===== src/hw/lane_cfg_pkg.sv =====
`default_nettype none

package lane_cfg_pkg;

  // Lane count and per-lane register file sizing
  localparam int unsigned NrLanes      = 4;
  localparam int unsigned NrVRegs      = 8;
  localparam int unsigned ElemsPerLane = 8;
  // Longest vector, spread over all lanes
  localparam int unsigned MaxVl        = NrLanes * ElemsPerLane;
  // Fixed element width
  localparam int unsigned ElemW        = 32;
  // Instruction IDs that can be in flight at once
  localparam int unsigned NrVInsn      = 4;

  // Derived widths
  localparam int unsigned LaneIdW  = $clog2(NrLanes);
  localparam int unsigned VRegW    = $clog2(NrVRegs);
  localparam int unsigned ElemIdxW = $clog2(ElemsPerLane);
  // Lengths must hold MaxVl itself
  localparam int unsigned VlW      = $clog2(MaxVl + 1);
  localparam int unsigned VInsnIdW = $clog2(NrVInsn);

endpackage

`default_nettype wire


===== src/hw/lane_insn_pkg.sv =====
`default_nettype none

package lane_insn_pkg;

  // Operand queues feeding the ALU
  localparam int unsigned NrOpQueues = 2;

  // Field types
  typedef logic [lane_cfg_pkg::VInsnIdW-1:0] vid_t;
  typedef logic [lane_cfg_pkg::VRegW-1:0]    vreg_t;
  typedef logic [lane_cfg_pkg::VlW-1:0]      vlen_t;
  typedef logic [lane_cfg_pkg::ElemW-1:0]    elem_t;
  // One bit per instruction ID
  typedef logic [lane_cfg_pkg::NrVInsn-1:0]  vmask_t;

  // Integer ALU operations
  typedef enum logic [2:0] {
    ADD,
    SUB,
    AND,
    OR,
    XOR
  } alu_op_e;

  // Operand queue index
  typedef enum logic {
    AluA = 1'b0,
    AluB = 1'b1
  } opq_e;

  // Request from the main sequencer, vl and vstart are global
  typedef struct packed {
    vid_t    id;
    alu_op_e op;
    vreg_t   vs1;
    vreg_t   vs2;
    vreg_t   vd;
    logic    use_vs1;
    elem_t   scalar_op;
    logic    use_scalar_op;
    vlen_t   vl;
    vlen_t   vstart;
    vmask_t  hazard_vs1;
    vmask_t  hazard_vs2;
    vmask_t  hazard_vd;
  } pe_req_t;

  // Operand request, vl and vstart are lane-local
  typedef struct packed {
    vid_t   id;
    vreg_t  vs;
    vlen_t  vl;
    vlen_t  vstart;
    vmask_t hazard;
  } operand_cmd_t;

  // Operation handed to the ALU, lane-local lengths
  typedef struct packed {
    vid_t    id;
    alu_op_e op;
    vreg_t   vd;
    vlen_t   vl;
    vlen_t   vstart;
    logic    use_scalar_op;
    elem_t   scalar_op;
  } vfu_operation_t;

endpackage

`default_nettype wire


===== src/hw/vfu_op_if.sv =====
`default_nettype none

interface vfu_op_if;

  // Operation and its handshake
  lane_insn_pkg::vfu_operation_t op;
  logic                          valid;
  // High while the ALU is idle
  logic                          ready;
  // One-cycle pulse per finished instruction ID
  lane_insn_pkg::vmask_t         vinsn_done;

  modport seq (output op, output valid, input ready, input vinsn_done);

  modport alu (input op, input valid, output ready, output vinsn_done);

endinterface

`default_nettype wire


===== src/hw/lane_alu.sv =====
`default_nettype none

module lane_alu (
  input  logic                                   clk_i,
  input  logic                                   rst_ni,
  vfu_op_if.alu                                  vfu,
  // Operand streams
  input  lane_insn_pkg::elem_t                   opnd_a_i,
  input  logic                                   opnd_a_valid_i,
  input  lane_insn_pkg::elem_t                   opnd_b_i,
  input  logic                                   opnd_b_valid_i,
  // Per-queue advance pulse, indexed by opq_e
  output logic [lane_insn_pkg::NrOpQueues-1:0]   consume_o,
  // VRF write port
  output logic                                   alu_we_o,
  output logic [lane_cfg_pkg::VRegW-1:0]         alu_vd_o,
  output logic [lane_cfg_pkg::ElemIdxW-1:0]      alu_elem_o,
  output lane_insn_pkg::elem_t                   alu_data_o
);

  lane_insn_pkg::vfu_operation_t op_q;
  logic                          busy_q;
  lane_insn_pkg::vlen_t          cnt_q;
  lane_insn_pkg::vlen_t          cnt_nxt;
  lane_insn_pkg::vmask_t         done_q;
  lane_insn_pkg::elem_t          opnd_a;
  logic                          need_a;
  logic                          take;

  assign vfu.ready      = ~busy_q;
  assign vfu.vinsn_done = done_q;

  // Scalar replaces operand A
  assign need_a  = ~op_q.use_scalar_op;
  assign opnd_a  = op_q.use_scalar_op ? op_q.scalar_op : opnd_a_i;
  assign cnt_nxt = cnt_q + 1'b1;
  // One element pair once every needed operand is there
  assign take    = busy_q & (cnt_q < op_q.vl) & opnd_b_valid_i & (~need_a | opnd_a_valid_i);

  assign consume_o[lane_insn_pkg::AluA] = take & need_a;
  assign consume_o[lane_insn_pkg::AluB] = take;

  assign alu_we_o   = take;
  assign alu_vd_o   = op_q.vd;
  assign alu_elem_o = cnt_q[lane_cfg_pkg::ElemIdxW-1:0];

  always_comb begin
    case (op_q.op)
      lane_insn_pkg::ADD: alu_data_o = opnd_b_i + opnd_a;
      // RVV order, vs2 minus vs1 or scalar
      lane_insn_pkg::SUB: alu_data_o = opnd_b_i - opnd_a;
      lane_insn_pkg::AND: alu_data_o = opnd_b_i & opnd_a;
      lane_insn_pkg::OR:  alu_data_o = opnd_b_i | opnd_a;
      lane_insn_pkg::XOR: alu_data_o = opnd_b_i ^ opnd_a;
      default:            alu_data_o = '0;
    endcase
  end

  always_ff @(posedge clk_i or negedge rst_ni) begin
    if (!rst_ni) begin
      busy_q <= 1'b0;
      cnt_q  <= '0;
      done_q <= '0;
    end else begin
      done_q <= '0;
      if (vfu.valid && vfu.ready) begin
        busy_q <= 1'b1;
        cnt_q  <= vfu.op.vstart;
      end else if (busy_q) begin
        if (take) begin
          cnt_q <= cnt_nxt;
          if (cnt_nxt >= op_q.vl) begin
            busy_q           <= 1'b0;
            done_q[op_q.id] <= 1'b1;
          end
        end else if (cnt_q >= op_q.vl) begin
          // Empty share, finish without writing
          busy_q           <= 1'b0;
          done_q[op_q.id] <= 1'b1;
        end
      end
    end
  end

  // Operation payload
  always_ff @(posedge clk_i) begin
    if (vfu.valid && vfu.ready) begin
      op_q <= vfu.op;
    end
  end

endmodule

`default_nettype wire


===== src/flat_wrapper.sv =====
// flat-port wrapper written by rule: the top's interface ports become plain ports
module lane_alu_flat 
  (clk_i, rst_ni, opnd_a_i, opnd_a_valid_i, opnd_b_i, opnd_b_valid_i, consume_o, alu_we_o, alu_vd_o, alu_elem_o, alu_data_o, vfu_op, vfu_valid, vfu_ready, vfu_vinsn_done);
  vfu_op_if vfu_i ();
  input  logic clk_i;
  input  logic rst_ni;
  input  lane_insn_pkg::elem_t opnd_a_i;
  input  logic opnd_a_valid_i;
  input  lane_insn_pkg::elem_t opnd_b_i;
  input  logic opnd_b_valid_i;
  output logic [lane_insn_pkg::NrOpQueues-1:0] consume_o;
  output logic alu_we_o;
  output logic [lane_cfg_pkg::VRegW-1:0] alu_vd_o;
  output logic [lane_cfg_pkg::ElemIdxW-1:0] alu_elem_o;
  output lane_insn_pkg::elem_t alu_data_o;
  input wire logic [$bits(vfu_i.op)-1:0] vfu_op;
  input wire logic [$bits(vfu_i.valid)-1:0] vfu_valid;
  output wire logic [$bits(vfu_i.ready)-1:0] vfu_ready;
  output wire logic [$bits(vfu_i.vinsn_done)-1:0] vfu_vinsn_done;
  assign vfu_i.op = vfu_op;
  assign vfu_i.valid = vfu_valid;
  assign vfu_ready = vfu_i.ready;
  assign vfu_vinsn_done = vfu_i.vinsn_done;
  lane_alu u_core (.clk_i(clk_i), .rst_ni(rst_ni), .vfu(vfu_i), .opnd_a_i(opnd_a_i), .opnd_a_valid_i(opnd_a_valid_i), .opnd_b_i(opnd_b_i), .opnd_b_valid_i(opnd_b_valid_i), .consume_o(consume_o), .alu_we_o(alu_we_o), .alu_vd_o(alu_vd_o), .alu_elem_o(alu_elem_o), .alu_data_o(alu_data_o));
endmodule

===== config.mk =====
export PLATFORM = sky130hd
export DESIGN_NAME = lane_alu_flat
export DESIGN_NICKNAME = d
export VERILOG_FILES = /design/src/hw/lane_cfg_pkg.sv /design/src/hw/lane_insn_pkg.sv /design/src/hw/vfu_op_if.sv /design/src/hw/lane_alu.sv /design/src/flat_wrapper.sv
export SDC_FILE = /design/constraint.sdc
export NUM_CORES = 1
export LEC_CHECK = 0
export BUFFER_PORTS_ARGS = -buffer_cell sky130_fd_sc_hd__buf_2
export CAP_MARGIN = 20
export CORE_MARGIN = 8
export CORE_UTILIZATION = 56
export DETAILED_ROUTE_END_ITERATION = 7
export GPL_TIMING_DRIVEN = 0
export PLACE_DENSITY_LB_ADDON = 0.15
export SYNTH_ARGS = -nofsm -noshare
export SYNTH_HDL_FRONTEND = slang
export SYNTH_SLANG_ARGS = --single-unit
export TNS_END_PERCENT = 1

===== constraint.sdc =====
create_clock -name clk_i -period 8.1 [get_ports clk_i]
set_input_delay 1.62 -clock clk_i [delete_from_list [all_inputs] [get_ports clk_i]]
set_output_delay 1.62 -clock clk_i [all_outputs]
set_load 0.03 [all_outputs]

==> summary.md <==
| Metric | Value |
|---|---|
| Status | `finished, final reports clean` |
| Placed cell areas | `7920 µm²` |
| Syn Area/Cell | `8.57 µm²` |
| Logic pwr share | `0.630` |
| Slowest cell on the critical path | `edfxtp_1` |
| Post-synth EDFFs | `between 40 and 50` |
| Min Tclk post-route | `slightly below 8 ns` |
| Synth Warn # | `0` |
| Starting Density | `0.572` |
| # placed instances | `between 1000 and 1500` |
| Crit path DAT | `just over 6 ns` |
| DRC Markers | `0` |
| First-pass GRT wire length | `approximately 32000 µm` |
| Count of filler cells inserted in the layout | `approximately 1000` |
| Post-route cell area | `8190 µm²` |
| Seq cells post-synth | `58` |
| Clock power frac | `0.158` |
| Clk root buf | `clkbuf_16` |
| Crit path capture type | `primary output` |
| Post-DP HPWL | `between 15000 and 20000 µm` |
| FP Rows | `40` |
| Largest net degree at the start of global routing | `35` |
| Startpoint Class | `register` |
| Total routed wirelength | `slightly above 20000 µm` |
| Total Routing Usage GR | `0.253` |
| FF+latch area | `about 1700 µm²` |
| Max Slew Vio Count | `0` |
| Final setup margin | `approximately 0.29 ns` |
| Min Hold Slack | `approximately 0.50 ns` |
| Leak Pwr | `around 3.9 nW` |
| Max Root-Sink Buffers | `2` |
| Max FO, Critical Path | `19` |
| Htree depth | `3` |
| Finished Layout Cells | `approximately 1100` |
| Clk pin slew, worst setup/hold paths | `0.05 ns` |
| Max Cap Violations | `0` |
| Initial antenna violation count | `2` |
| VDD IR-drop max | `~200 µV` |
| RSZ-0062 raised after global routing | `true` |
| Num CTS Buffers | `9` |
| Area occupied by multi-input gates | `about 4700 µm²` |
| Worst Max-Slew Pin Slew | `between 1 and 1.5 ns` |
| Internal power | `between 1 and 1.5 mW` |
| Slew margin rel. | `0.227` |
| Main flop type after synthesis | `edfxtp_1` |
| Clk_lat worst skew | `between 0.3 and 0.4 ns` |
| Core ar. | `12000 µm²` |
| CTS tree | `built` |
| Fmax | `between 0.1 and 0.15 GHz` |
| Post-synth net total | `just over 1000` |
| CP required | `roughly 6.5 ns` |
| Post-CTS setup buffer count | `0` |
| Share of synthesized registers carrying an async set or reset | `0.190` |
| Port Buffers | `around 170` |
| Skew final | `~0.0075 ns` |
| Post-Syn Area | `between 6000 and 7000 µm²` |
| Yosys cell types | `61` |
| Overall power | `2.12 mW` |
| PostCTS Resize Cnt | `2` |
| Vias in the first global route | `between 6000 and 7000` |
| Most frequent cells in the layout | `buf_2, ha_1, inv_1, a21oi_1, nor2_1` |
| Die width | `about 130 µm` |
| Cell count after synthesis | `802` |
| Area grow syn2layout | `19.1%` |
| Fin crit share | `0.965` |
| PD cells | `about 260 nW/µm²` |
| DRT Pass-1 Iters | `5` |
| Sw frac | `0.476` |
| Via count | `between 6000 and 7000` |
| DR iter-0 viols | `between 700 and 800` |
| Nets | `~1200` |
| Delay of the slowest critical-path stage | `0.56 ns` |
| DP Worst Slack | `between 0.3 and 0.4 ns` |
| Sequential-to-total area share from yosys stat | `0.245` |
| DR vias/cell | `5.79` |
| Cell mode on critical path | `buf_6` |
| Commonest non-fill, non-tap cell in the layout | `buf_2` |
| CTS Hold Bufs | `0` |
| Final-report hold violation count | `0` |
| Io pins | `between 150 and 200` |
| Switching power | `between 1 and 1.5 mW` |
| Share of layout cells above drive strength 1 | `0.232` |
| Hold WC Path Type | `reg -> reg` |
| Flop pwr share | `0.212` |
| DRT antenna net count | `0` |
| Endpoints failing setup | `0` |
| Clock Sinks | `58` |
| Die area | `between 15000 and 20000 µm²` |
| Die extent in y | `between 100 and 150 µm` |
| GPL Wtd Cong | `0.959` |
| Total gr overflow | `0` |
| WS Path Type | `reg -> out` |
| Crit path cell chain | `buf_6 > buf_6 > buf_6 > buf_6 > mux2i_2 > ha_1 > o211ai_1 > nor3_1 > and3_1 > and2_1 > a21oi_1 > xnor2_1 > ha_1 > and4_1 > nor2b_1 > or4_1 > a21oi_1 > nand2_1 > a31oi_2 > o221ai_1 > xnor2_1 > o21ai_0 > buf_2` |
| Wirelength per Cell | `approximately 18 µm` |
stage by stage:
step / util / TNS [ns]
after floorplan: - / 0
after global placement: 0.657 / 0
after detailed placement: 0.659 / 0
after CTS: 0.681 / 0
after global routing: 0.682 / -0.0229
final: 0.682 / 0
kinds of logic (layout without fill, tap and decap cells):
| logic type | Yosys count | count (layout) | synth area share |
|---|---|---|---|
| simple gates | 199 | 199 | 0.146 |
| fa+ha+maj | 111 | 111 | 0.203 |
| compound gates | 215 | 215 | 0.193 |
| xor+xnor | 65 | 65 | 0.0828 |
| flops | 58 | 58 | 0.245 |
| mux | 35 | 35 | 0.0562 |
| buf+inv | 119 | 302 | 0.0733 |
| other cells | 0 | 1 | 0 |
registers in the layout (all words and copies together) (netlist names):
signal / flops
u_core.cnt_q: 6
u_core.alu_vd_o: 3
u_core.vfu.vinsn_done: 4
u_core.op_q: 44
u_core.busy_q: 1
routing by layer:
metal,track usage,vias to the layer above,wire [µm]
li1,-,3203,-
met1,0.314,3001,8400
met2,0.419,312,9600
met3,0.0578,37,2150
met4,0.0931,2,496
met5,0,-,13
cell usage after synthesis (4+ instances only):
master	n	area share
ha_1	110	0.20
inv_1	73	0.040
a21oi_1	71	0.052
nor2_1	63	0.034
nand2_1	55	0.030
o21ai_0	51	0.037
xnor2_1	51	0.065
edfxtp_1	47	0.21
mux2i_1	27	0.039
clkbuf_1	24	0.013
a211oi_1	15	0.016
a21o_1	14	0.015
nor3_1	14	0.010
xor2_1	14	0.018
nand3_1	13	0.0095
a31oi_1	12	0.011
dfrtp_1	11	0.040
o221ai_1	11	0.014
nand2b_1	10	0.0091
inv_2	8	0.0044
o21a_1	8	0.0087
buf_4	7	0.0076
nor3b_1	7	0.0076
mux2i_2	6	0.012
nor2b_1	5	0.0045
o22ai_1	5	0.0045
and3_1	4	0.0036
buf_6	4	0.0065
o211ai_1	4	0.0044
o21ai_1	4	0.0029
worst max-delay path, delay by kind of cell (launching register included):
| kind | cells | cell delay (ns) |
|---|---|---|
| adders and majority gates | 2 | 0.61 |
| AOI/OAI and AO/OA | 6 | 1.18 |
| DFF | 1 | 0.56 |
| muxes | 1 | 0.34 |
| xor gates and xnor gates | 2 | 0.33 |
| buffers and inverters | 5 | 1.18 |
| and+or+nand+nor | 7 | 1.67 |
power groups by stage:
stage | sequential (mW) | clock (mW) | combinational (mW)
6_report | 0.450 | 0.336 | 1.34
2_1_floorplan | 0.451 | 0 | 0.980
4_1_cts | 0.450 | 0.345 | 1.33
3_5_place_dp | 0.454 | 0 | 1.32
3_3_place_gp | 0.458 | 0 | 1.30
5_1_grt | 0.457 | 0.358 | 1.46
worst paths after layout:
kind	startpoint	endpoint	slack, ns	cells after the start
min in group asynchronous	rst_ni	u_core.vfu.vinsn_done[2]	1.15	1
worst min register to register	u_core.op_q[52]	u_core.vfu.vinsn_done[1]	0.50	1
max in group asynchronous	rst_ni	u_core.cnt_q[4]	6.73	1
worst max register to register	u_core.op_q[32]	u_core.vfu.vinsn_done[0]	5.27	9
worst max-delay path	u_core.op_q[32]	alu_data_o[25]	0.29	23
worst min-delay path	u_core.op_q[52]	u_core.vfu.vinsn_done[1]	0.50	1
final cells by class:
class / instances / share of cell area
multi-input cells: 625 / 0.574
flip-flops and latches: 58 / 0.206
repair buffers: 168 / 0.104
inverters: 81 / 0.0371
clock buffers: 11 / 0.0284
plain buffers: 37 / 0.0240
well taps: 147 / 0.0224
clock inverters: 5 / 0.00367
diodes: 1 / 0.000305
(Power assumes the default switching activity.)
