## config.mk

```make
export PLATFORM = sky130hd
export DESIGN_NAME = lane_sequencer_flat
export DESIGN_NICKNAME = d
export VERILOG_FILES = /design/src/hw/lane_cfg_pkg.sv /design/src/hw/lane_insn_pkg.sv /design/src/hw/vfu_op_if.sv /design/src/hw/lane_sequencer.sv /design/src/flat_wrapper.sv
export SDC_FILE = /design/constraint.sdc
export NUM_CORES = 1
export LEC_CHECK = 0
export BUFFER_PORTS_ARGS = -buffer_cell sky130_fd_sc_hd__buf_2
export CELL_PAD_IN_SITES_DETAIL_PLACEMENT = 1
export CELL_PAD_IN_SITES_GLOBAL_PLACEMENT = 1
export CORE_UTILIZATION = 39
export CTS_CLUSTER_DIAMETER = 200
export DETAILED_ROUTE_END_ITERATION = 10
export PLACE_DENSITY = 0.89
export SLEW_MARGIN = 20
export SYNTH_ARGS = -nofsm -noshare
export SYNTH_HDL_FRONTEND = slang
export SYNTH_SLANG_ARGS = --single-unit
```

## constraint.sdc

```tcl
create_clock -name clk_i -period 4 [get_ports clk_i]
set_clock_uncertainty 0.05 [all_clocks]
set_input_delay 0.6 -clock clk_i [delete_from_list [all_inputs] [get_ports clk_i]]
set_output_delay 0.6 -clock clk_i [all_outputs]
set_load 0.05 [all_outputs]
```

## src/hw/lane_cfg_pkg.sv

```systemverilog
`default_nettype none

package lane_cfg_pkg;

  // Lane count and per-lane register file sizing
  localparam int unsigned NrLanes      = 4;
  localparam int unsigned NrVRegs      = 8;
  localparam int unsigned ElemsPerLane = 8;
  // Longest vector, spread over all lanes
  localparam int unsigned MaxVl        = NrLanes * ElemsPerLane;
  // Fixed element width
  localparam int unsigned ElemW        = 32;
  // Instruction IDs that can be in flight at once
  localparam int unsigned NrVInsn      = 4;

  // Derived widths
  localparam int unsigned LaneIdW  = $clog2(NrLanes);
  localparam int unsigned VRegW    = $clog2(NrVRegs);
  localparam int unsigned ElemIdxW = $clog2(ElemsPerLane);
  // Lengths must hold MaxVl itself
  localparam int unsigned VlW      = $clog2(MaxVl + 1);
  localparam int unsigned VInsnIdW = $clog2(NrVInsn);

endpackage

`default_nettype wire

```

## src/hw/lane_insn_pkg.sv

```systemverilog
`default_nettype none

package lane_insn_pkg;

  // Operand queues feeding the ALU
  localparam int unsigned NrOpQueues = 2;

  // Field types
  typedef logic [lane_cfg_pkg::VInsnIdW-1:0] vid_t;
  typedef logic [lane_cfg_pkg::VRegW-1:0]    vreg_t;
  typedef logic [lane_cfg_pkg::VlW-1:0]      vlen_t;
  typedef logic [lane_cfg_pkg::ElemW-1:0]    elem_t;
  // One bit per instruction ID
  typedef logic [lane_cfg_pkg::NrVInsn-1:0]  vmask_t;

  // Integer ALU operations
  typedef enum logic [2:0] {
    ADD,
    SUB,
    AND,
    OR,
    XOR
  } alu_op_e;

  // Operand queue index
  typedef enum logic {
    AluA = 1'b0,
    AluB = 1'b1
  } opq_e;

  // Request from the main sequencer, vl and vstart are global
  typedef struct packed {
    vid_t    id;
    alu_op_e op;
    vreg_t   vs1;
    vreg_t   vs2;
    vreg_t   vd;
    logic    use_vs1;
    elem_t   scalar_op;
    logic    use_scalar_op;
    vlen_t   vl;
    vlen_t   vstart;
    vmask_t  hazard_vs1;
    vmask_t  hazard_vs2;
    vmask_t  hazard_vd;
  } pe_req_t;

  // Operand request, vl and vstart are lane-local
  typedef struct packed {
    vid_t   id;
    vreg_t  vs;
    vlen_t  vl;
    vlen_t  vstart;
    vmask_t hazard;
  } operand_cmd_t;

  // Operation handed to the ALU, lane-local lengths
  typedef struct packed {
    vid_t    id;
    alu_op_e op;
    vreg_t   vd;
    vlen_t   vl;
    vlen_t   vstart;
    logic    use_scalar_op;
    elem_t   scalar_op;
  } vfu_operation_t;

endpackage

`default_nettype wire

```

## src/hw/vfu_op_if.sv

```systemverilog
`default_nettype none

interface vfu_op_if;

  // Operation and its handshake
  lane_insn_pkg::vfu_operation_t op;
  logic                          valid;
  // High while the ALU is idle
  logic                          ready;
  // One-cycle pulse per finished instruction ID
  lane_insn_pkg::vmask_t         vinsn_done;

  modport seq (output op, output valid, input ready, input vinsn_done);

  modport alu (input op, input valid, output ready, output vinsn_done);

endinterface

`default_nettype wire

```

## src/hw/lane_sequencer.sv

```systemverilog
`default_nettype none

module lane_sequencer (
  input  logic                                                        clk_i,
  input  logic                                                        rst_ni,
  input  logic [lane_cfg_pkg::LaneIdW-1:0]                            lane_id_i,
  // Main sequencer side
  input  lane_insn_pkg::pe_req_t                                      pe_req_i,
  input  logic                                                        pe_req_valid_i,
  output logic                                                        pe_req_ready_o,
  input  lane_insn_pkg::vmask_t                                       vinsn_running_i,
  output lane_insn_pkg::vmask_t                                       vinsn_done_o,
  // Operand request queues
  output lane_insn_pkg::operand_cmd_t [lane_insn_pkg::NrOpQueues-1:0] opcmd_o,
  output logic [lane_insn_pkg::NrOpQueues-1:0]                        opcmd_valid_o,
  input  logic [lane_insn_pkg::NrOpQueues-1:0]                        opcmd_ready_i,
  // ALU operation
  vfu_op_if.seq                                                       vfu
);

  lane_insn_pkg::operand_cmd_t [lane_insn_pkg::NrOpQueues-1:0] opcmd_new;
  lane_insn_pkg::operand_cmd_t [lane_insn_pkg::NrOpQueues-1:0] opcmd_d;
  logic [lane_insn_pkg::NrOpQueues-1:0] opcmd_push;
  logic [lane_insn_pkg::NrOpQueues-1:0] opcmd_valid_d;

  lane_insn_pkg::vfu_operation_t vfu_op_d;
  lane_insn_pkg::vfu_operation_t vfu_op_q;
  logic                          vfu_valid_d;
  logic                          vfu_valid_q;

  lane_insn_pkg::vmask_t running_d;
  lane_insn_pkg::vmask_t running_q;
  lane_insn_pkg::vmask_t done_q;

  // This lane's share of the vector
  lane_insn_pkg::vlen_t vl_lane;
  lane_insn_pkg::vlen_t vstart_lane;

  assign vfu.op       = vfu_op_q;
  assign vfu.valid    = vfu_valid_q;
  assign vinsn_done_o = done_q;

  // Element g sits in lane g mod NrLanes, so low lanes get the remainder
  always_comb begin
    vl_lane = lane_insn_pkg::vlen_t'(pe_req_i.vl / lane_cfg_pkg::NrLanes);
    if (lane_id_i < pe_req_i.vl[lane_cfg_pkg::LaneIdW-1:0]) begin
      vl_lane = vl_lane + 1'b1;
    end
    // Count of elements below vstart that live here
    vstart_lane = lane_insn_pkg::vlen_t'(pe_req_i.vstart / lane_cfg_pkg::NrLanes);
    if (lane_id_i < pe_req_i.vstart[lane_cfg_pkg::LaneIdW-1:0]) begin
      vstart_lane = vstart_lane + 1'b1;
    end
  end

  always_comb begin
    // IDs the main sequencer dropped leave the running set
    running_d      = running_q & vinsn_running_i;
    pe_req_ready_o = 1'b1;
    // Hold the operation until the ALU takes it
    vfu_op_d       = vfu_op_q;
    vfu_valid_d    = vfu_valid_q & ~vfu.ready;
    opcmd_push     = '0;

    // Operand A reads vs1, operand B reads vs2, both wait on vd too
    opcmd_new[lane_insn_pkg::AluA] = '{
      id:     pe_req_i.id,
      vs:     pe_req_i.vs1,
      vl:     vl_lane,
      vstart: vstart_lane,
      hazard: pe_req_i.hazard_vs1 | pe_req_i.hazard_vd
    };
    opcmd_new[lane_insn_pkg::AluB] = '{
      id:     pe_req_i.id,
      vs:     pe_req_i.vs2,
      vl:     vl_lane,
      vstart: vstart_lane,
      hazard: pe_req_i.hazard_vs2 | pe_req_i.hazard_vd
    };

    if (vfu_valid_q && !vfu.ready) begin
      // Previous operation still pending
      pe_req_ready_o = 1'b0;
    end else if (pe_req_valid_i) begin
      if (running_d[pe_req_i.id]) begin
        // ID still in use, refuse
        pe_req_ready_o = 1'b0;
      end else begin
        opcmd_push[lane_insn_pkg::AluA] = pe_req_i.use_vs1 & ~pe_req_i.use_scalar_op;
        opcmd_push[lane_insn_pkg::AluB] = 1'b1;
        if (|(opcmd_push & opcmd_valid_o)) begin
          // A needed queue is occupied, drop the whole request this cycle
          opcmd_push     = '0;
          pe_req_ready_o = 1'b0;
        end else begin
          // Without vs1 the scalar stands in for operand A
          vfu_op_d = '{
            id:            pe_req_i.id,
            op:            pe_req_i.op,
            vd:            pe_req_i.vd,
            vl:            vl_lane,
            vstart:        vstart_lane,
            use_scalar_op: pe_req_i.use_scalar_op | ~pe_req_i.use_vs1,
            scalar_op:     pe_req_i.scalar_op
          };
          vfu_valid_d           = 1'b1;
          running_d[pe_req_i.id] = 1'b1;
        end
      end
    end
  end

  // Operand queues, hazards clear while the command waits
  always_comb begin
    for (int q = 0; q < lane_insn_pkg::NrOpQueues; q++) begin
      opcmd_d[q]       = opcmd_o[q];
      opcmd_valid_d[q] = opcmd_valid_o[q] & ~opcmd_ready_i[q];
      if (opcmd_push[q]) begin
        opcmd_d[q]       = opcmd_new[q];
        opcmd_valid_d[q] = 1'b1;
      end
      opcmd_d[q].hazard = opcmd_d[q].hazard & vinsn_running_i;
    end
  end

  always_ff @(posedge clk_i or negedge rst_ni) begin
    if (!rst_ni) begin
      opcmd_o       <= '0;
      opcmd_valid_o <= '0;
      vfu_op_q      <= '0;
      vfu_valid_q   <= 1'b0;
      running_q     <= '0;
      done_q        <= '0;
    end else begin
      opcmd_o       <= opcmd_d;
      opcmd_valid_o <= opcmd_valid_d;
      vfu_op_q      <= vfu_op_d;
      vfu_valid_q   <= vfu_valid_d;
      running_q     <= running_d;
      // Done pulses from the ALU, one cycle later
      done_q        <= vfu.vinsn_done;
    end
  end

endmodule

`default_nettype wire

```

## src/flat_wrapper.sv

```systemverilog
// flat-port wrapper written by rule: the top's interface ports become plain ports
module lane_sequencer_flat 
  (clk_i, rst_ni, lane_id_i, pe_req_i, pe_req_valid_i, pe_req_ready_o, vinsn_running_i, vinsn_done_o, opcmd_o, opcmd_valid_o, opcmd_ready_i, vfu_op, vfu_valid, vfu_ready, vfu_vinsn_done);
  vfu_op_if vfu_i ();
  input  logic clk_i;
  input  logic rst_ni;
  input  logic [lane_cfg_pkg::LaneIdW-1:0] lane_id_i;
  input  lane_insn_pkg::pe_req_t pe_req_i;
  input  logic pe_req_valid_i;
  output logic pe_req_ready_o;
  input  lane_insn_pkg::vmask_t vinsn_running_i;
  output lane_insn_pkg::vmask_t vinsn_done_o;
  output lane_insn_pkg::operand_cmd_t [lane_insn_pkg::NrOpQueues-1:0] opcmd_o;
  output logic [lane_insn_pkg::NrOpQueues-1:0] opcmd_valid_o;
  input  logic [lane_insn_pkg::NrOpQueues-1:0] opcmd_ready_i;
  output wire logic [$bits(vfu_i.op)-1:0] vfu_op;
  output wire logic [$bits(vfu_i.valid)-1:0] vfu_valid;
  input wire logic [$bits(vfu_i.ready)-1:0] vfu_ready;
  input wire logic [$bits(vfu_i.vinsn_done)-1:0] vfu_vinsn_done;
  assign vfu_op = vfu_i.op;
  assign vfu_valid = vfu_i.valid;
  assign vfu_i.ready = vfu_ready;
  assign vfu_i.vinsn_done = vfu_vinsn_done;
  lane_sequencer u_core (.clk_i(clk_i), .rst_ni(rst_ni), .lane_id_i(lane_id_i), .pe_req_i(pe_req_i), .pe_req_valid_i(pe_req_valid_i), .pe_req_ready_o(pe_req_ready_o), .vinsn_running_i(vinsn_running_i), .vinsn_done_o(vinsn_done_o), .opcmd_o(opcmd_o), .opcmd_valid_o(opcmd_valid_o), .opcmd_ready_i(opcmd_ready_i), .vfu(vfu_i));
endmodule
```

==> run_results.csv <==
group,metric,value,unit
timing,relSlewSlack,49.2,%
global_routing,grt_pass1_wl,16900,µm
detailed_routing,ant_nets,0,
finish,antennaDiodeCount,0,
clock_tree,clkTransAtPathRegs,0.11,ns
critical_path,cpMostUsedCell,"buf_2",
floorplan,die_area,0.0115,mm²
synth,synth_ff_type,"dfrtp_1",
detailed_routing,wl_met1,4360,µm
place,pre_cts_ws,1.26,ns
timing,postLayoutSetupSlackWorst,1.43,ns
critical_path,crit_buf_inv,2,
detailed_routing,wl_met3,658,µm
job,drv_cap,0,
critical_path,end_kind,"output pin",
place,io_buffers,184,
clock_tree,cts_buffer_depth,2,
critical_path,cp_max_fo,11,
detailed_routing,wl_met2,5440,µm
detailed_routing,viasPerCell,4.85,
synth,yosysTopAreaCell,"dfrtp_1",
detailed_routing,wl_per_cell,16.8,µm
detailed_routing,drt-total-wl,10600,µm
floorplan,row_count,37,
timing,finalHoldViolCount,0,
place,place_hpwl,8050,µm
floorplan,coreArea,0.0105,mm²
global_routing,track_usage,19.1,%
clock_tree,clkLatencyLatePin,0.37,ns
timing,setup_viol,0,
global_routing,grt_max_degree,63,
synth,syn_avg_cell_area,14.2,µm²
clock_tree,cts_hold_buf,0,
floorplan,die_w,107,µm
clock_tree,post_cts_resized,0,
timing,holdWs,0.247,ns
clock_tree,cts_tree,"done",
hold_path,hp-class,"in2async",
global_routing,antenna_found_initial,0,
floorplan,num_io_pins,191,
synth,synth_edf_count,0,
synth,ys_types,35,
detailed_routing,vias,3049,
synth,synth_warnings,0,
synth,synth.area.top_cells,"dfrtp_1 58%, mux2_4 9.8%, mux2_2 8.6%",
critical_path,startpoint,"pe_req_i[71]",
finish,final_util,52.3,%
clock_tree,root_buffer,"clkbuf_8",
timing,tightest_slew,0.762,ns
clock_tree,clock-sinks,100,
timing,period_needed,2.57,ns
critical_path,slowest_stage,"buf_2",
synth,yosys_register_bits,100,
global_routing,gr-total-overflow,0,
synth,syn_inst,303,
global_routing,grt_pass1_vias,3309,
critical_path,cpLargestDelayFamily,"simple AND/OR/NAND/NOR gates",
timing,min_period_over_period,64.1,%
detailed_routing,remaining_drc_errors,0,
detailed_routing,routed.top_layer,"met4",
detailed_routing,drt_iter0_markers,108,
synth,synth_top_area_share,58.2,%
synth,ys_seq_area_share,58.2,%
floorplan,start_util,40.9,%
finish,final_nets,580,
power,power.density,840,mW/mm²
clock_tree,cts.htree.levels,3,
timing,finalSetupTns,0,ns
floorplan,die_y,107,µm
critical_path,worst_setup_path_start_kind,"primary input",
clock_tree,numCtsBuffers,9,
synth,async_flop_share,100,%
critical_path,arrival,1.92,ns
critical_path,r2r_start,"u_core.opcmd_valid_o[1]",
critical_path,worstSetupPathType,"in2out",
power,max-vdd-ir-drop,410,µV
timing,fmax,0.390,GHz
detailed_routing,dr.pass1.iters,4,
power,p_leak,2.92,nW
finish,drive_above_1_share,55.0,%
finish,area_delta_synth_final,27.8,%
timing,finalMaxSlewViolations,0,
synth,syn_area,0.00430,mm²
clock_tree,cts_setup_buffers,0,
critical_path,worstPathRequired,3.35,ns
place,place.gp.congestion,0.732,
critical_path,max_stage_delay,0.29,ns
status,status,"completed",
critical_path,crit_chain,"buf_2, nand4b_1, nor2b_2, nand4_1, a21boi_0, buf_2",
timing,grt_setup_unrepaired,"no",
cell usage after synthesis (all sizes together), types with 2 or more instances:
cell and instances:
xor2 2, ha 4, xnor2 4, and3 2, a21oi 5, o31ai 7
buf 17, o21ai 19, nand2b 7, dfrtp 100, mux2 62, nand4b 3
inv 17, nand3 3, nand2 14, clkbuf 2, a211oi 2, mux2i 22
power by group:
group	internal (mW)	switching, mW	leakage (nW)
Sequential	1.38	0.201	1.21
Clock	0.249	0.366	0.0897
Combinational	0.652	1.77	1.62
final cells by class:
| cell class | count | area, µm² |
|---|---|---|
| multi-input combinational | 172 | 1610 |
| tap | 136 | 170 |
| fill | 1153 | 5010 |
| timing repair buffer | 188 | 966 |
| inverter | 17 | 63.8 |
| clock inverter | 6 | 46.3 |
| sequential | 100 | 2500 |
| clock buffer | 10 | 138 |
worst register-to-register path, delay by kind of cell (launching register included):
family / cells / cell delay (ns)
compound gates: 1 / 0.20
buf+inv: 1 / 0.36
flops: 1 / 0.43
mux: 1 / 0.41
simple gates: 2 / 0.79
cells in the final DEF, fill, tap and decap left out, types with 2 or more instances in the layout:
cell type   Yosys  layout
inv_1          17      17
inv_6           0       3
nand2b_1        7       7
xnor2_1         4       4
mux2i_1        22      22
conb_1          1       6
nand4b_4        2       2
a211oi_1        2       2
clkbuf_8        0      10
xor2_1          2       2
clkinvlp_4      0       2
dfrtp_1       100     100
mux2_4         28      28
nand2_1        14      14
buf_2           4     183
o31ai_1         7       7
o21ai_0        19      19
nand3_1         2       2
buf_4           8       4
ha_1            4       4
mux2_2         33      33
and3_1          2       2
a21oi_1         5       5
cells by family after synthesis:
family,share of synthesized area [%]
buffers and inverters,4.83
AO/OA/AOI/OAI,5.06
adder cells (fa/ha/maj),1.16
multiplexers,23.8
other,0.0872
flip-flops,58.2
AND/OR/NAND/NOR,5.64
XOR/XNOR,1.22
sequential cells by signal, indices dropped and copies added, names as in the netlist:
| register | flops |
|---|---|
| u_core.opcmd_o | 38 |
| u_core.opcmd_valid_o | 2 |
| u_core.running_q | 4 |
| u_core.vfu.op | 51 |
| u_core.vfu.valid | 1 |
| u_core.vinsn_done_o | 4 |
stage by stage:
stage	power, mW	instances	cell area [µm²]
6_report	4.62	629	5500
5_1_grt	4.83	629	5500
4_1_cts	4.66	629	5500
3_5_place_dp	4.04	613	5310
3_3_place_gp	3.96	613	5310
2_1_floorplan	3.44	308	4320
final timing paths:
path | endpoint | slack [ns] | cells after the start
worst max-delay path | pe_req_ready_o | 1.43 | 6
worst min-delay path | u_core.opcmd_o[34] | 0.25 | 1
worst max register to register | u_core.vfu.op[23] | 1.65 | 5
worst min register to register | u_core.running_q[0] | 0.44 | 2
max in group asynchronous | u_core.vfu.op[23] | 2.79 | 2
min in group clk_i | u_core.vinsn_done_o[1] | 0.28 | 1
per-layer routing:
layer	up-vias	track usage [%]
met1	1515	22.9
met5	-	0
met2	119	33.4
li1	1405	-
met3	10	4.62
met4	0	6.46
Note: power is estimated with default switching activity, not from simulation.
