**src/hw/lane_cfg_pkg.sv**
```systemverilog
`default_nettype none

package lane_cfg_pkg;

  // Lane count and per-lane register file sizing
  localparam int unsigned NrLanes      = 4;
  localparam int unsigned NrVRegs      = 8;
  localparam int unsigned ElemsPerLane = 8;
  // Longest vector, spread over all lanes
  localparam int unsigned MaxVl        = NrLanes * ElemsPerLane;
  // Fixed element width
  localparam int unsigned ElemW        = 32;
  // Instruction IDs that can be in flight at once
  localparam int unsigned NrVInsn      = 4;

  // Derived widths
  localparam int unsigned LaneIdW  = $clog2(NrLanes);
  localparam int unsigned VRegW    = $clog2(NrVRegs);
  localparam int unsigned ElemIdxW = $clog2(ElemsPerLane);
  // Lengths must hold MaxVl itself
  localparam int unsigned VlW      = $clog2(MaxVl + 1);
  localparam int unsigned VInsnIdW = $clog2(NrVInsn);

endpackage

`default_nettype wire

```
**src/hw/lane_insn_pkg.sv**
```systemverilog
`default_nettype none

package lane_insn_pkg;

  // Operand queues feeding the ALU
  localparam int unsigned NrOpQueues = 2;

  // Field types
  typedef logic [lane_cfg_pkg::VInsnIdW-1:0] vid_t;
  typedef logic [lane_cfg_pkg::VRegW-1:0]    vreg_t;
  typedef logic [lane_cfg_pkg::VlW-1:0]      vlen_t;
  typedef logic [lane_cfg_pkg::ElemW-1:0]    elem_t;
  // One bit per instruction ID
  typedef logic [lane_cfg_pkg::NrVInsn-1:0]  vmask_t;

  // Integer ALU operations
  typedef enum logic [2:0] {
    ADD,
    SUB,
    AND,
    OR,
    XOR
  } alu_op_e;

  // Operand queue index
  typedef enum logic {
    AluA = 1'b0,
    AluB = 1'b1
  } opq_e;

  // Request from the main sequencer, vl and vstart are global
  typedef struct packed {
    vid_t    id;
    alu_op_e op;
    vreg_t   vs1;
    vreg_t   vs2;
    vreg_t   vd;
    logic    use_vs1;
    elem_t   scalar_op;
    logic    use_scalar_op;
    vlen_t   vl;
    vlen_t   vstart;
    vmask_t  hazard_vs1;
    vmask_t  hazard_vs2;
    vmask_t  hazard_vd;
  } pe_req_t;

  // Operand request, vl and vstart are lane-local
  typedef struct packed {
    vid_t   id;
    vreg_t  vs;
    vlen_t  vl;
    vlen_t  vstart;
    vmask_t hazard;
  } operand_cmd_t;

  // Operation handed to the ALU, lane-local lengths
  typedef struct packed {
    vid_t    id;
    alu_op_e op;
    vreg_t   vd;
    vlen_t   vl;
    vlen_t   vstart;
    logic    use_scalar_op;
    elem_t   scalar_op;
  } vfu_operation_t;

endpackage

`default_nettype wire

```
**src/hw/operand_requester.sv**
```systemverilog
`default_nettype none

module operand_requester (
  input  logic                                 clk_i,
  input  logic                                 rst_ni,
  // Command from the sequencer queue
  input  lane_insn_pkg::operand_cmd_t          cmd_i,
  input  logic                                 cmd_valid_i,
  output logic                                 cmd_ready_o,
  input  lane_insn_pkg::vmask_t                vinsn_running_i,
  // VRF read port
  output logic [lane_cfg_pkg::VRegW-1:0]       rd_vs_o,
  output logic [lane_cfg_pkg::ElemIdxW-1:0]    rd_elem_o,
  input  lane_insn_pkg::elem_t                 rd_data_i,
  // Operand stream to the ALU
  output lane_insn_pkg::elem_t                 opnd_o,
  output logic                                 opnd_valid_o,
  input  logic                                 consume_i
);

  logic                  busy_q;
  lane_insn_pkg::vmask_t hazard_q;
  lane_insn_pkg::vlen_t  cnt_q;
  lane_insn_pkg::vlen_t  cnt_nxt;
  lane_insn_pkg::vreg_t  vs_q;
  lane_insn_pkg::vlen_t  vl_q;
  logic                  hazard_clr;

  // Take a new command only when idle
  assign cmd_ready_o  = cmd_valid_i & ~busy_q;
  assign hazard_clr   = ~|hazard_q;
  assign cnt_nxt      = cnt_q + 1'b1;

  // Read starts the first cycle the hazards are gone
  assign opnd_valid_o = busy_q & hazard_clr & (cnt_q < vl_q);
  assign rd_vs_o      = vs_q;
  assign rd_elem_o    = cnt_q[lane_cfg_pkg::ElemIdxW-1:0];
  // Combinational VRF read, held while the address holds
  assign opnd_o       = rd_data_i;

  always_ff @(posedge clk_i or negedge rst_ni) begin
    if (!rst_ni) begin
      busy_q   <= 1'b0;
      hazard_q <= '0;
      cnt_q    <= '0;
    end else begin
      // Keep only hazards on IDs that still run
      hazard_q <= hazard_q & vinsn_running_i;
      if (cmd_ready_o) begin
        busy_q   <= 1'b1;
        hazard_q <= cmd_i.hazard & vinsn_running_i;
        cnt_q    <= cmd_i.vstart;
      end else if (busy_q && hazard_clr) begin
        if (opnd_valid_o && consume_i) begin
          cnt_q <= cnt_nxt;
          if (cnt_nxt >= vl_q) begin
            busy_q <= 1'b0;
          end
        end else if (cnt_q >= vl_q) begin
          // Nothing for this lane
          busy_q <= 1'b0;
        end
      end
    end
  end

  // Command payload
  always_ff @(posedge clk_i) begin
    if (cmd_ready_o) begin
      vs_q <= cmd_i.vs;
      vl_q <= cmd_i.vl;
    end
  end

endmodule

`default_nettype wire

```
**config.mk**
```make
export PLATFORM = sky130hd
export DESIGN_NAME = operand_requester
export DESIGN_NICKNAME = d
export VERILOG_FILES = /design/src/hw/lane_cfg_pkg.sv /design/src/hw/lane_insn_pkg.sv /design/src/hw/operand_requester.sv
export SDC_FILE = /design/constraint.sdc
export NUM_CORES = 1
export LEC_CHECK = 0
export ABC_AREA = 1
export BUFFER_PORTS_ARGS = -buffer_cell sky130_fd_sc_hd__buf_2
export CORE_ASPECT_RATIO = 1.5
export CORE_MARGIN = 10
export CORE_UTILIZATION = 38
export DETAILED_ROUTE_END_ITERATION = 6
export GPL_ROUTABILITY_DRIVEN = 0
export PLACE_DENSITY = 0.85
export SYNTH_ARGS = -nofsm -noshare
export SYNTH_HDL_FRONTEND = slang
export SYNTH_SLANG_ARGS = --single-unit
```
**constraint.sdc**
```tcl
create_clock -name clk_i -period 1.9 [get_ports clk_i]
set_clock_uncertainty 0.2 [all_clocks]
set_input_delay 0.475 -clock clk_i [delete_from_list [all_inputs] [get_ports clk_i]]
set_output_delay 0.475 -clock clk_i [all_outputs]
set_load 0.1 [all_outputs]
```
==> results.py, run 1 <==
metrics = {
    "clocking": {
        "clock-root-buffer": "clkbuf_8",
        "clock_latency_ps": 260,
        "cts_tree": "yes",
        "numCtsBuffers": 3,
        "htree_levels": 1,
        "cts_sinks": 20,
        "path_clk_slew_ps": 70,
        "cts_max_path_buffers": 2,
    },
    "cells_and_area": {
        "layout_commonest_cell": "nand2_1",
        "mostFrequentLayoutCells": "37 x nand2_1, 29 x buf_2, 28 x buf_4, 12 x buf_6",
        "final_nets": 301,
        "area_growth_syn_to_layout_pct": 44.4,
        "fin_area_um2": 2160,
        "n_antenna_cell": 0,
        "drive_above_1_share": 0.549,
    },
    "floorplanning": {
        "core_um2": 3750,
        "io_pins": 101,
        "start_util": 0.399,
        "die_w_um": 71.2,
        "dieArea_um2": 6900,
        "die_h_um": 96.9,
        "placementRows": 27,
    },
    "global_routing": {
        "grt_pass1_wl_um": 5780,
        "grt_pass1_vias": 1279,
        "grt_usage": 0.0989,
        "grt_max_degree": 18,
        "antenna_found_initial": 0,
        "grt-ovfl-total": 0,
    },
    "synth": {
        "yosys_warnings": 0,
        "synth-seq-cells": 20,
        "synth.avg_cell_area_um2": 8.13,
        "mappedNetlistArea_um2": 1500,
        "seq_area_frac_synth": 0.365,
        "synthCells": 184,
        "syn_nets": 258,
        "ys_types": 23,
    },
    "outcome": {
        "violations": "negative setup slack",
        "status": "finished with violations",
    },
    "drt": {
        "dr.pass1.iters": 4,
        "vias_per_cell": 4.74,
        "dr_total_vias": 1274,
        "drtIter0Drc": 30,
        "wirelength_um": 4020,
        "ant_nets": 0,
        "wl_per_cell_um": 15.0,
        "drc": 0,
    },
    "worst_setup_path": {
        "cp.required_ps": 1840,
        "path_delay_family": "simple AND/OR/NAND/NOR gates",
        "path_class": "register to register",
        "crit_chain": "buf_6 > nand4_1 > nor2_1 > nand2_1 > nand2_1 > inv_1 > ha_4 > nand2_2 > nor2_1 > nand2_1 > nand2_1 > nand2_1 > nand2_1 > nand2_1 > nand2_1 > nand2_1",
        "cp.arrival_ps": 2190,
        "path_buf_inv": 2,
        "crit_fanout": 6,
        "cp-end-kind": "register",
        "cp_slowest_cell": "dfrtp_2",
        "setup.worst_path.start_class": "register",
        "cp_common_cell": "nand2_1",
        "r2r_slack_ps": -350,
        "max_stage_delay_ps": 400,
    },
    "placed_design": {
        "post_dp_cell_area_um2": 1690,
        "dpl.hpwl_um": 2510,
        "port_buffers": 34,
    },
    "pwr": {
        "p_per_area_nw_per_um2": 1630,
        "leakagePower_nw": 1.06,
        "vdd_drop_max_uv": 1250,
    },
    "timing": {
        "period_minus_slack_ps": 2250,
        "slew_viol_final": 0,
        "rsz0062_at_grt": "yes",
        "final.setup.worst_slack_ps": -354,
        "fin_hold_ws_ps": 189,
        "post-route-period-util": 1.19,
        "slew_headroom": 0.674,
        "worst_pin_slew_ps": 492,
        "fmax_mhz": 444,
        "hold_viol": 0,
        "final-setup-viol-count": 7,
    },
    "flow_run": {
        "max-cap-violations": 0,
    },
    "hold_path": {
        "hold_class": "input pin to register",
    },
}
routing by layer:
layer	track usage	share of wire	up-vias
li1	-	-	625
met2	0.188	0.57	42
met5	0	0	-
met1	0.0972	0.36	594
met3	0.0184	0.050	13
met4	0.0446	0.024	0
through the flow:
step / power, mW / cells / util / worst slack, ps / TNS, ps
CTS: 2.99 / 262 / 0.513 / -359 / -607
finish: 3.53 / 269 / 0.576 / -354 / -729
floorplan: 2.14 / 184 / - / -270 / -1580
detailed placement: 2.46 / 246 / 0.451 / -197 / -341
global placement: 2.41 / 246 / 0.451 / -145 / -249
global route: 3.75 / 269 / 0.576 / -501 / -1500
Yosys cell counts:
library cell / count / area (µm²)
nand2_4: 2 / 22.5
ha_1: 13 / 163
inv_2: 3 / 11.3
xor2_1: 3 / 26.3
nor2_2: 1 / 6.26
nor3_1: 1 / 5.00
nand2_1: 48 / 180
buf_4: 35 / 263
nand2_2: 1 / 6.26
dfrtp_1: 11 / 275
edfxtp_1: 9 / 270
buf_2: 2 / 10.0
nand3_2: 1 / 10.0
nand4_1: 2 / 12.5
nand3_1: 9 / 45.0
nor2_4: 1 / 11.3
inv_1: 20 / 75.1
nor2_1: 9 / 33.8
o21ai_1: 6 / 30.0
o21ai_0: 1 / 5.00
nand3b_1: 1 / 7.51
a21oi_1: 4 / 20.0
o21bai_1: 1 / 7.51
cell families after synthesis:
family,Yosys count,share of synthesized area
buffers and inverters,60,0.240
xor gates and xnor gates,3,0.0176
DFF,20,0.365
and+or+nand+nor,76,0.227
AOI/OAI and AO/OA,12,0.0418
adders and majority gates,13,0.109
worst paths after layout:
path	from	depth (start not counted)	end
worst max-delay path	cnt_q[2]$_DFFE_PN0P_	16	busy_q$_DFFE_PN0P_
worst min-delay path	cmd_i[13]	1	vl_q[3]$_DFFE_PP_
worst max register to register	cnt_q[2]$_DFFE_PN0P_	16	busy_q$_DFFE_PN0P_
worst min register to register	hazard_q[3]$_DFF_PN0_	2	hazard_q[3]$_DFF_PN0_
max in group asynchronous	rst_ni	2	cnt_q[4]$_DFFE_PN0P_
min in group asynchronous	rst_ni	2	hazard_q[3]$_DFF_PN0_
power breakdown:
group          switching, mW  internal, mW
Combinational           1.43          1.14
Sequential            0.0928         0.578
Clock                  0.137         0.149
Total                   1.66          1.87
state kept, by name, summed over array words and instances, names as in the netlist:
name and count:
busy_q 1, hazard_q 4, rd_vs_o 3, cnt_q 6, vl_q 6
cell type report:
class                      count  area [µm²]
timing repair buffer          75         601
sequential                    20         548
clock buffer                   4        45.0
multi-input combinational    104         825
fill                         293        1590
inverter                      23        88.8
tap                           43        53.8
worst reg2reg max path: cells and delay by family (launching register included):
family                     cells  cell delay, ps
DFF                            1             400
buffers and inverters          2             230
and+or+nand+nor               13            1010
adders and majority gates      1             280
what timing repair did:
action / CTS / global route
endpoints found under the hold margin: 11 / 0
pin swaps: 12 / 14
buffers inserted: 11 / 7
resized for setup: 21 / 38
hold buffers: 1 / 0
endpoints found under the setup margin: 2 / 8
Note: power is estimated with default switching activity, not from simulation.
==> run 2, diff against run 1 <==
--- a/config.mk
+++ b/config.mk
@@ -7,9 +7,9 @@
 export LEC_CHECK = 0
 export ABC_AREA = 1
 export BUFFER_PORTS_ARGS = -buffer_cell sky130_fd_sc_hd__buf_2
-export CORE_ASPECT_RATIO = 1.5
+export CORE_ASPECT_RATIO = 0.5
 export CORE_MARGIN = 10
-export CORE_UTILIZATION = 38
+export CORE_UTILIZATION = 40
 export DETAILED_ROUTE_END_ITERATION = 6
 export GPL_ROUTABILITY_DRIVEN = 0
 export PLACE_DENSITY = 0.85
==> constraint.sdc (replaced) <==
create_clock -name clk_i -period 2.9 [get_ports clk_i]
set_clock_uncertainty 0.2 [all_clocks]
set_input_delay 0.725 -clock clk_i [delete_from_list [all_inputs] [get_ports clk_i]]
set_output_delay 0.725 -clock clk_i [all_outputs]
set_load 0.1 [all_outputs]
==> results.py, run 2 (synthesis results as in run 1) <==
metrics = {
    "timing": {
        "post-route-period-util": 0.957,
        "slew_headroom": 0.672,
        "hold_viol": 0,
        "period_minus_slack_ps": 2770,
        "fin_hold_ws_ps": 117,
        "fin_tns_setup_ps": 0,
        "final.setup.worst_slack_ps": 125,
        "final-setup-viol-count": 0,
        "rsz0062_at_grt": "no",
        "slew_viol_final": 0,
        "fmax_mhz": 360,
        "worst_pin_slew_ps": 495,
    },
    "clocking": {
        "path_clk_slew_ps": 80,
        "clock-root-buffer": "clkbuf_8",
        "cts_tree": "yes",
        "cts_sinks": 20,
        "htree_levels": 1,
        "cts_setup_buffers": 0,
        "clock_latency_ps": 260,
        "holdBufCountCts": 0,
        "numCtsBuffers": 3,
        "cts_max_path_buffers": 2,
    },
    "pwr": {
        "finalPower_mw": 1.63,
        "p_per_area_nw_per_um2": 1040,
        "leakagePower_nw": 0.852,
        "vdd_drop_max_uv": 317,
    },
    "placed_design": {
        "placed_cells_incl_taps": 234,
        "dpl.hpwl_um": 3030,
        "port_buffers": 34,
        "place_ws_ps": 320,
        "post_dp_cell_area_um2": 1490,
    },
    "cells_and_area": {
        "final_util": 0.443,
        "instances_no_fill": 238,
        "layout_commonest_cell": "nand2_1",
        "largest_registers": "cnt_q: 6 flops, vl_q: 6 flops, hazard_q: 4 flops",
        "fin_area_um2": 1560,
        "area_growth_syn_to_layout_pct": 4.01,
        "drive_above_1_share": 0.262,
        "n_antenna_cell": 0,
        "final_nets": 262,
        "mostFrequentLayoutCells": "48 x nand2_1, 32 x buf_2, 20 x inv_1, 13 x ha_1, 11 x dfrtp_1",
    },
    "global_routing": {
        "grt_max_degree": 22,
        "grt_pass1_wl_um": 5690,
        "grt_usage": 0.102,
        "grt_pass1_vias": 1134,
        "antenna_found_initial": 0,
        "grt-ovfl-total": 0,
    },
    "worst_setup_path": {
        "cp.arrival_ps": 1850,
        "cp-end-kind": "output port",
        "path_class": "register to output port",
        "r2r-start": "cnt_q[0]$_DFFE_PN0P_",
        "cp.required_ps": 1980,
        "r2r_slack_ps": 610,
        "r2r_end": "busy_q$_DFFE_PN0P_",
        "setup.worst_path.start_class": "register",
        "cp-startpoint": "cnt_q[3]$_DFFE_PN0P_",
        "rr_worst_depth": 14,
        "crit_fanout": 5,
        "critPathCapture": "opnd_valid_o",
    },
    "drt": {
        "drtIter0Drc": 116,
        "vias_per_cell": 4.81,
        "dr.pass1.iters": 4,
        "drc": 0,
        "wl_per_cell_um": 15.4,
        "wirelength_um": 3680,
        "dr_total_vias": 1145,
        "ant_nets": 0,
    },
    "floorplanning": {
        "die_h_um": 63.3,
        "core_um2": 3510,
        "io_pins": 101,
        "die_w_um": 107,
        "dieArea_um2": 6740,
        "placementRows": 15,
        "start_util": 0.426,
    },
    "flow_run": {
        "max-cap-violations": 0,
    },
    "hold_path": {
        "hold_class": "input pin to async pin",
    },
    "outcome": {
        "status": "complete, no violations",
    },
}
## run 2: cell types whose count changed in the layout (fill, tap and decap cells not counted), moves of 3 or more
cell,before,now
ha_1,4,13
xor2_1,0,3
ha_4,9,0
buf_6,12,0
inv_2,11,3
buf_4,28,2
buf_12,5,1
buf_2,29,32
nand2_2,10,1
inv_1,11,20
nand2_1,37,48
## run 2: layer usage
| metal | routed length, µm | GRT usage |
|---|---|---|
| met1 | 1220 | 0.0923 |
| met5 | 0 | 0.0159 |
| met2 | 1850 | 0.186 |
| met4 | 172 | 0.0805 |
| met3 | 430 | 0.0304 |
## run 2: cell type report
cell class	instances	area (µm²)
fillers	321	1950
well taps	51	63.8
multi-input cells	104	592
inverters	23	86.3
flip-flops and latches	20	546
clock buffers	4	66.3
repair buffers	36	203
## run 2: worst max-delay path, stage by stage (launching register included)
cell and delay, ps:
dfrtp_1 450, ha_1 340, nand2_1 100, nor2_1 40, nand2_1 70, nand3_2 90, nor2_4 130, clkbuf_4 350
## run 2: worst min path at each step
stage	start	end	slack, ps	cells past startpoint
after floorplan	rst_ni	busy_q$_DFFE_PN0P_	230	0
after global placement	busy_q$_DFFE_PN0P_	busy_q$_DFFE_PN0P_	300	2
after detailed placement	busy_q$_DFFE_PN0P_	busy_q$_DFFE_PN0P_	310	2
after CTS	rst_ni	cnt_q[4]$_DFFE_PN0P_	120	1
after global routing	rst_ni	cnt_q[5]$_DFFE_PN0P_	120	1
final	rst_ni	hazard_q[3]$_DFF_PN0_	120	1
## run 2: repair_timing
action,in CTS,in global routing
gates resized for setup,0,1
endpoints found under the setup margin,0,1
endpoints found under the hold margin,0,0
## run 2: power by group
| part | switching (mW) | leakage (nW) | internal, mW |
|---|---|---|---|
| Combinational | 0.666 | 0.593 | 0.266 |
| Sequential | 0.0683 | 0.225 | 0.376 |
| Clock | 0.100 | 0.0339 | 0.150 |
| Total | 0.834 | 0.852 | 0.791 |
